### config.mk
export PLATFORM = sky130hd
export DESIGN_NAME = PageWalker
export DESIGN_NICKNAME = d
export VERILOG_FILES = /design/src/verilog/walkPkg.sv /design/src/verilog/PageWalker.sv
export VERILOG_INCLUDE_DIRS = /design/src /design/src/verilog
export SDC_FILE = /design/constraint.sdc
export NUM_CORES = 1
export LEC_CHECK = 0
export ABC_AREA = 1
export BUFFER_PORTS_ARGS = -buffer_cell sky130_fd_sc_hd__clkbuf_2
export CORE_ASPECT_RATIO = 2
export CORE_MARGIN = 5
export CORE_UTILIZATION = 45
export CTS_CLUSTER_SIZE = 12
export DETAILED_ROUTE_END_ITERATION = 10
export MAX_ROUTING_LAYER = met4
export PLACE_DENSITY = 0.84
export SYNTH_ARGS = -nofsm -noshare
export SYNTH_HDL_FRONTEND = slang
export SYNTH_SLANG_ARGS = --single-unit
### constraint.sdc
create_clock -name clk -period 6.83 [get_ports clk]
set_clock_uncertainty 0.2 [all_clocks]
set_input_delay 0.3415 -clock clk [delete_from_list [all_inputs] [get_ports clk]]
set_output_delay 0.3415 -clock clk [all_outputs]
set_load 0.1 [all_outputs]
### src/verilog/walk_macros.svh
`ifndef WALK_MACROS_SVH
`define WALK_MACROS_SVH

// translation requesters: fetch, load, store
`define NUM_RQS 3

// page table RAM depth in 32-bit words (16 KiB)
`define PTE_RAM_WORDS 4096

// byte address falls inside the page table RAM
`define IS_LEGAL_ADDR(a) ((((a) >> 14) == 32'd0))

`endif

### src/verilog/walkPkg.sv
`default_nettype none

`include "walk_macros.svh"

package walkPkg;

    typedef logic [31:0] VirtAddr;
    // physical addresses are cut down to 32 bits
    typedef logic [31:0] PhysAddr;
    typedef logic [21:0] Ppn;
    typedef logic [19:0] Vpn;
    typedef logic [31:0] Pte;
    typedef logic [1:0]  RqId;

    // one level request per requester, held until the matching result
    typedef struct packed {
        logic    valid;
        VirtAddr addr;
        Ppn      rootPpn;
    } PageWalkReq;

    typedef struct packed {
        logic valid;
        logic busy;
        RqId  rqId;
        logic pageFault;
        logic isSuperPage;
        Ppn   ppn;
        Vpn   vpn;
        // r, w, x from msb down
        logic [2:0] rwx;
        logic globl;
        logic user;
    } PageWalkRes;

    typedef struct packed {
        logic    valid;
        PhysAddr addr;
    } PwLoadReq;

    // identified by valid alone
    typedef struct packed {
        logic valid;
        Pte   result;
    } PwLoadRes;

    // fills the page table RAM from outside, addr is a word index
    typedef struct packed {
        logic                             en;
        logic [$clog2(`PTE_RAM_WORDS)-1:0] addr;
        Pte                               data;
    } PteWrite;

endpackage

`default_nettype wire

### src/verilog/PageWalker.sv
`default_nettype none
`timescale 1ns/10ps

`include "walk_macros.svh"

module PageWalker #(
    parameter int NUM_RQS = `NUM_RQS
) (
    input  wire                 clk,
    input  wire                 rst,
    input  walkPkg::PageWalkReq rqs [NUM_RQS-1:0],
    output walkPkg::PageWalkRes res,
    input  wire                 ldStall,
    output walkPkg::PwLoadReq   ldReq,
    input  walkPkg::PwLoadRes   ldRes
);
    import walkPkg::*;

    typedef enum logic [0:0] {
        IDLE,
        WAIT_FOR_LOAD
    } WalkState;

    WalkState state;
    // 1 while reading the root table, 0 for the second level
    logic     level;
    VirtAddr  walkAddr;

    PageWalkReq selReq;
    RqId        selId;

    Pte      pte;
    PhysAddr nextAddr;
    logic    isPointer;

    logic       leafFault;
    logic [2:0] leafRwx;
    logic       leafGlobl;
    logic       leafUser;

    // highest index wins
    always_comb begin
        selReq = '0;
        selId = '0;
        for (int i = 0; i < NUM_RQS; i++) begin
            if (rqs[i].valid) begin
                selReq = rqs[i];
                selId = RqId'(i);
            end
        end
    end

    assign pte = ldRes.result;
    assign nextAddr = {pte[29:10], walkAddr[21:12], 2'b00};

    // a level-1 entry with only V set points to the next table
    assign isPointer = level && (pte[3:0] == 4'b0001) && (pte[31:30] == 2'b00)
        && `IS_LEGAL_ADDR(nextAddr);

    always_comb begin
        // invalid or not accessed
        leafFault = !pte[0] || !pte[6];

        // superpage must be aligned to 4 MiB
        if (level && pte[19:10] != 10'd0) begin
            leafFault = 1'b1;
        end

        case (pte[3:1])
            3'b000, 3'b010, 3'b110: leafFault = 1'b1;
            default: ;
        endcase

        leafRwx = 3'b000;
        leafGlobl = 1'b0;
        leafUser = 1'b0;
        if (!leafFault) begin
            // write only once the page is dirty
            leafRwx = {pte[1], pte[2] && pte[7], pte[3]};
            leafGlobl = pte[5];
            leafUser = pte[4];
        end
    end

    always_ff @(posedge clk) begin
        res.valid <= 1'b0;

        if (rst) begin
            state <= IDLE;
            ldReq.valid <= 1'b0;
            res.busy <= 1'b0;
        end else begin
            case (state)
                IDLE: begin
                    if (selReq.valid) begin
                        state <= WAIT_FOR_LOAD;
                        level <= 1'b1;
                        walkAddr <= selReq.addr;
                        res.rqId <= selId;
                        res.busy <= 1'b1;
                        ldReq.valid <= 1'b1;
                        ldReq.addr <= {selReq.rootPpn[19:0], selReq.addr[31:22], 2'b00};
                    end
                end

                WAIT_FOR_LOAD: begin
                    if (ldReq.valid) begin
                        // hold the request until the port takes it
                        if (!ldStall) begin
                            ldReq.valid <= 1'b0;
                        end
                    end else if (ldRes.valid) begin
                        if (isPointer) begin
                            level <= 1'b0;
                            ldReq.valid <= 1'b1;
                            ldReq.addr <= nextAddr;
                        end else begin
                            state <= IDLE;
                            res.busy <= 1'b0;
                            res.valid <= 1'b1;
                            res.pageFault <= leafFault;
                            res.isSuperPage <= level;
                            res.ppn <= pte[31:10];
                            res.vpn <= walkAddr[31:12];
                            res.rwx <= leafRwx;
                            res.globl <= leafGlobl;
                            res.user <= leafUser;
                        end
                    end
                end

                default: state <= IDLE;
            endcase
        end
    end

endmodule

`default_nettype wire

; Word-level counts from Yosys, hierarchy flattened
; Cells that the tools add are included.
[totals]
register_bits = 120
word_cells = 75
[classes]
eq_ne = 8
mux = 29
bitwise_logic = 5
reduce_logical = 18
[ops]
columns = cell, count
row1 = 55-bit 2-to-1 mux, 3
row2 = 33-bit 2-to-1 mux, 3
row3 = 33-bit one-hot mux with 2 select lines, 1
row4 = 32-bit logical NOT, 1
row5 = 32-bit 2-to-1 mux, 1
row6 = 1-bit 2-to-1 mux, 15
row7 = 5-bit AND reduction, 2
row8 = 10-bit nonzero test, 1
row9 = "2-bit != test, second input constant", 4
row10 = 1-bit one-hot mux with 2 select lines, 3
row11 = 1-bit logical AND, 5
row12 = 1-bit inverter, 5
row13 = "4-bit by 1-bit == test with 1-bit output, second input constant", 1
row14 = 2-bit 2-to-1 mux, 2
row15 = 4-bit AND reduction, 1
row16 = 4-bit OR reduction, 1
row17 = "3-bit by 2-bit == test with 1-bit output, second input constant", 1
row18 = "3-bit == test, second input constant", 1
row19 = 3-bit logical NOT, 1
row20 = 3-bit 2-to-1 mux, 1
row21 = 3-bit AND reduction, 1
row22 = 3-bit OR reduction, 1
row23 = 1-bit logical NOT, 2
row24 = 2-bit logical NOT, 1
row25 = 2 further kinds, 2

; Longest topological paths before layout
[logic_depth]
depth_word = 8
mapped_depth = 10
depth_no_buf = 9

; Worst setup path after synthesis
; No wires, ideal clock.
[synth_path]
path_type = register -> register
from = reg ldReq[32] (netlist name)
to = reg res[0] (netlist name), enable pin
setup_time_ns = 0.456
arrival_ns = 3.071
required_ns = 6.174
path_slack_ns = 3.103
stages_incl_launch_ff = 4
n_path_buf = 0
path_cell_list = dfxtp_1 -> nor2_1 -> nand3_1 -> nor2_1
[synth_via]
elab_chain_len = 2
[synth_rtl]
columns = element, line_no
row1 = from (decl), PageWalker.sv:14  ; output walkPkg::PwLoadReq ldReq,
row2 = 1-bit inverter (no source line), n/a
row3 = 5-bit AND reduction (no source line), n/a
row4 = to (decl), PageWalker.sv:12  ; output walkPkg::PageWalkRes res,
; No other way between the ends.
; A chain may end at the register's enable or synchronous reset.

; Worst setup path after layout
[layout_path]
from = in ldRes[18] (netlist name)
to = reg ldReq[15] (netlist name), enable pin
[layout_via]
elab_chain_len = 4
[layout_rtl]
columns = element, line_no
row1 = from (decl), PageWalker.sv:15  ; input walkPkg::PwLoadRes ldRes
row2 = 32-bit logical NOT (no source line), n/a
row3 = 1-bit logical AND (no source line), n/a
row4 = 2-bit by 1-bit != test with 1-bit output (no source line), n/a
row5 = 5-bit AND reduction (no source line), n/a
; No other way between the ends.

==> results.py <==
metrics = {
    "layout": {
        "n_antenna_cell": 0,
        "fin_nets": 862,
        "drive_above_1_share_pct": 42.8,
        "area.growth.synth_to_final_pct": 37.9,
        "share_of_the_core_filled_with_cells_in_the_final_layout_pct": 63.4,
    },
    "hold_path": {
        "timing.hold.worst.start": "rst",
        "hp-class": "in2reg",
        "min_to": "res[52]$_SDFF_PP0_",
        "holdPathStages": 2,
    },
    "pwr": {
        "power_report.internal_total_mw": 1.13,
        "irDropWorstVdd_mv": 0.121,
        "p_switching_mw": 0.509,
        "switching_power_as_a_share_of_total_power_pct": 31.1,
        "power_frac_comb_pct": 20.7,
        "power.clock.fraction_pct": 32.6,
        "p_leak_nw": 2.92,
        "p_per_area_nw_per_um2": 254,
        "p_seq_share_pct": 46.6,
    },
    "floorplanning": {
        "placementRows": 52,
        "start_util_pct": 46.0,
        "floorplan.die_area_sq_um": 12600,
        "count_of_pins_on_the_block_boundary": 287,
        "floorplan.die.width_microns": 82.0,
        "floorplan.die.height_microns": 154,
        "core_area_sq_um": 10100,
    },
    "logic_synthesis": {
        "ys.warnings.count": 0,
        "netlist_top_cells_area": "sky130_fd_sc_hd__edfxtp_1 66%, sky130_fd_sc_hd__nand2_1 9.6%, sky130_fd_sc_hd__nand3_1 2.8%",
        "synthFlopType": "sky130_fd_sc_hd__edfxtp_1",
        "gate_count_of_the_mapped_netlist": 410,
        "synth_area_sq_um": 4670,
        "sequential_to_total_area_share_from_yosys_stat_pct": 67.3,
        "yosys_cell_types": 22,
        "synth_largest_type_area_fraction_pct": 65.6,
        "synth_largest_area_cell": "sky130_fd_sc_hd__edfxtp_1",
        "synth-async-reset-ratio_pct": 0,
        "ys_seq_elements": 106,
        "synth.avg_cell_area_sq_um": 11.4,
        "synth-edff-count": 102,
    },
    "drt": {
        "avgRoutedWirePerCell_microns": 16.9,
        "route.detailed.vias_per_inst": 4.98,
        "post-route-drc-count": 0,
        "vias": 3990,
        "drt-total-wl_mm": 13.5,
        "initial_detailed_routing_violation_count": 226,
        "drtPass1Iterations": 4,
        "ant_nets": 0,
    },
    "cts": {
        "htree_num_levels": 3,
        "cts_max_path_buffers": 2,
        "number_of_sinks_driven_by_the_clock_tree": 106,
        "cts.repair.resized": 0,
        "cts_made_buffers": 9,
        "cts.clk_slew.worst_paths_ps": 80,
        "buffer_cell_driving_the_clock_tree_root": "sky130_fd_sc_hd__clkbuf_16",
        "clock_insertion_delay_worst_skew_ps": 340,
        "postCtsSetupBuffers": 0,
        "tritoncts": "yes",
    },
    "sta": {
        "hold_viol": 0,
        "finalMaxSlewViolations": 0,
        "finalWorstSetupSlack_ps": 4000,
        "final_period_minus_worst_setup_slack_ps": 2830,
        "transition_time_at_the_pin_with_the_least_slew_margin_ps": 865,
        "fmaxAchievable_ghz": 0.354,
        "layout_worst_path_cycle_share_pct": 41.4,
        "fin_tns_setup_ps": 0,
        "slew-limit-headroom_pct": 42.3,
        "final-setup-viol-count": 0,
        "grt_setup_unrepaired": "false",
    },
    "run_status": {
        "outcome": "finished clean",
    },
    "worst_setup_path": {
        "worst-r2r-cell-count": 8,
        "worst_setup_path_end_kind": "flip-flop",
        "critPathRequiredTime_ps": 6650,
        "reg2reg_setup_slack_ps": 4080,
        "critPathKind": "in2reg",
        "cp-start-kind": "input port",
        "critical_path.startpoint": "ldRes[18]",
        "worst-endpoint-arrival_ps": 2650,
        "critical_path.reg2reg.startpoint": "state$_SDFF_PP0_",
        "reg2reg_to": "ldReq[15]$_DFFE_PP_",
        "critPathMaxFanout": 18,
    },
    "placement": {
        "hpwl_mm": 10.2,
        "gp_congestion": 0.912,
        "io_buffers": 240,
        "dp_worst_setup_slack_ps": 3990,
    },
    "global_routing": {
        "grt_pass1_wl_mm": 20.1,
        "antenna_found_initial": 0,
        "first_global_vias": 4252,
        "grt_remaining_overflow": 0,
        "grt.total_usage_pct": 21.9,
        "grt_max_degree": 64,
    },
    "job": {
        "drv_cap": 0,
    },
}
-- state kept, by name, indices dropped and copies added (netlist names) --
signal / count
ldReq: 31
state: 1
walkAddr: 20
level: 1
res: 53
-- per-layer routing --
layer  track usage [%]  wire length, microns
met4              11.9                   443
met2              40.2                  7630
met1              21.0                  4510
met5                 -                     0
met3              3.10                   949
-- cells in the final DEF, fill, tap and decap left out, types with 2 or more instances in the layout --
cell / count
sky130_fd_sc_hd__clkbuf_2: 240
sky130_fd_sc_hd__nand2_1: 120
sky130_fd_sc_hd__edfxtp_1: 102
sky130_fd_sc_hd__inv_1: 29
sky130_fd_sc_hd__nand3_1: 26
sky130_fd_sc_hd__dlygate4sd3_1: 21
sky130_fd_sc_hd__nor2_1: 20
sky130_fd_sc_hd__a31oi_1: 18
sky130_fd_sc_hd__nand3b_1: 12
sky130_fd_sc_hd__a22oi_2: 10
sky130_fd_sc_hd__a22oi_1: 10
sky130_fd_sc_hd__o21ai_2: 9
sky130_fd_sc_hd__clkbuf_16: 9
sky130_fd_sc_hd__o21ai_0: 7
sky130_fd_sc_hd__o21ai_1: 7
sky130_fd_sc_hd__inv_2: 5
sky130_fd_sc_hd__dfxtp_1: 4
sky130_fd_sc_hd__buf_4: 4
sky130_fd_sc_hd__conb_1: 2
sky130_fd_sc_hd__inv_6: 2
-- cell usage after synthesis, drive strengths merged (4+ instances only) --
cell	count
a31oi	18
nand2	120
o21ai	23
nor2	21
edfxtp	102
clkbuf	6
a22oi	20
inv	34
dfxtp	4
nand3	26
nand3b	12
buf	20
-- worst max path at each step --
| stage | to | cells past startpoint |
|---|---|---|
| 3_3_place_gp | ldReq[21]$_DFFE_PP_ | 9 |
| 3_5_place_dp | ldReq[19]$_DFFE_PP_ | 9 |
| 2_1_floorplan | res[0]$_SDFFCE_PP0P_ | 3 |
| 6_report | ldReq[15]$_DFFE_PP_ | 12 |
| 5_1_grt | ldReq[15]$_DFFE_PP_ | 12 |
| 4_1_cts | ldReq[15]$_DFFE_PP_ | 12 |
-- critical path, cell delays in order --
cell	delay, ps
sky130_fd_sc_hd__dlygate4sd3_1	550
sky130_fd_sc_hd__clkbuf_2	130
sky130_fd_sc_hd__inv_1	70
sky130_fd_sc_hd__nand2_1	60
sky130_fd_sc_hd__nor2_1	110
sky130_fd_sc_hd__nand2_1	130
sky130_fd_sc_hd__nor2_1	140
sky130_fd_sc_hd__nand2_1	130
sky130_fd_sc_hd__nand2_1	80
sky130_fd_sc_hd__nand3_1	90
sky130_fd_sc_hd__inv_1	440
sky130_fd_sc_hd__buf_4	380
-- final cells by class --
type | count | area (sq um)
inverters | 34 | 128
fillers | 762 | 3710
well taps | 135 | 169
clock buffers | 10 | 229
flip-flops and latches | 106 | 3140
clock inverters | 6 | 83.8
repair buffers | 265 | 1440
multi-input cells | 245 | 1240
-- stage by stage --
| stage | std cells | total power [mW] | cell area [sq um] | hold WS, ps |
|---|---|---|---|---|
| floorplan | 411 | 1.02 | 4670 | 200 |
| global placement | 764 | 1.10 | 5910 | 203 |
| detailed placement | 764 | 1.11 | 5910 | 205 |
| CTS | 801 | 1.65 | 6440 | 3.30 |
| global route | 801 | 1.69 | 6440 | 15.4 |
| finish | 801 | 1.64 | 6440 | 33.8 |
-- kinds of logic after synthesis --
group / Yosys count / synth area share, %
DFF: 106 / 67.3
AOI/OAI and AO/OA: 61 / 9.89
and+or+nand+nor: 182 / 16.4
buffers and inverters: 60 / 6.30
other: 1 / 0.0803
-- repair_timing --
action                     in CTS  in global routing
hold buffers                   21                  0
setup endpoints to repair       0                  0
hold endpoints to repair       21                  0
-- power by group through the flow --
stage	combinational (mW)	sequential (mW)	clock [mW]
2_1_floorplan	0.0860	0.932	0
3_3_place_gp	0.323	0.777	0
3_5_place_dp	0.330	0.778	0
4_1_cts	0.339	0.763	0.544
5_1_grt	0.359	0.766	0.568
6_report	0.340	0.764	0.534
(Power assumes the default switching activity.)
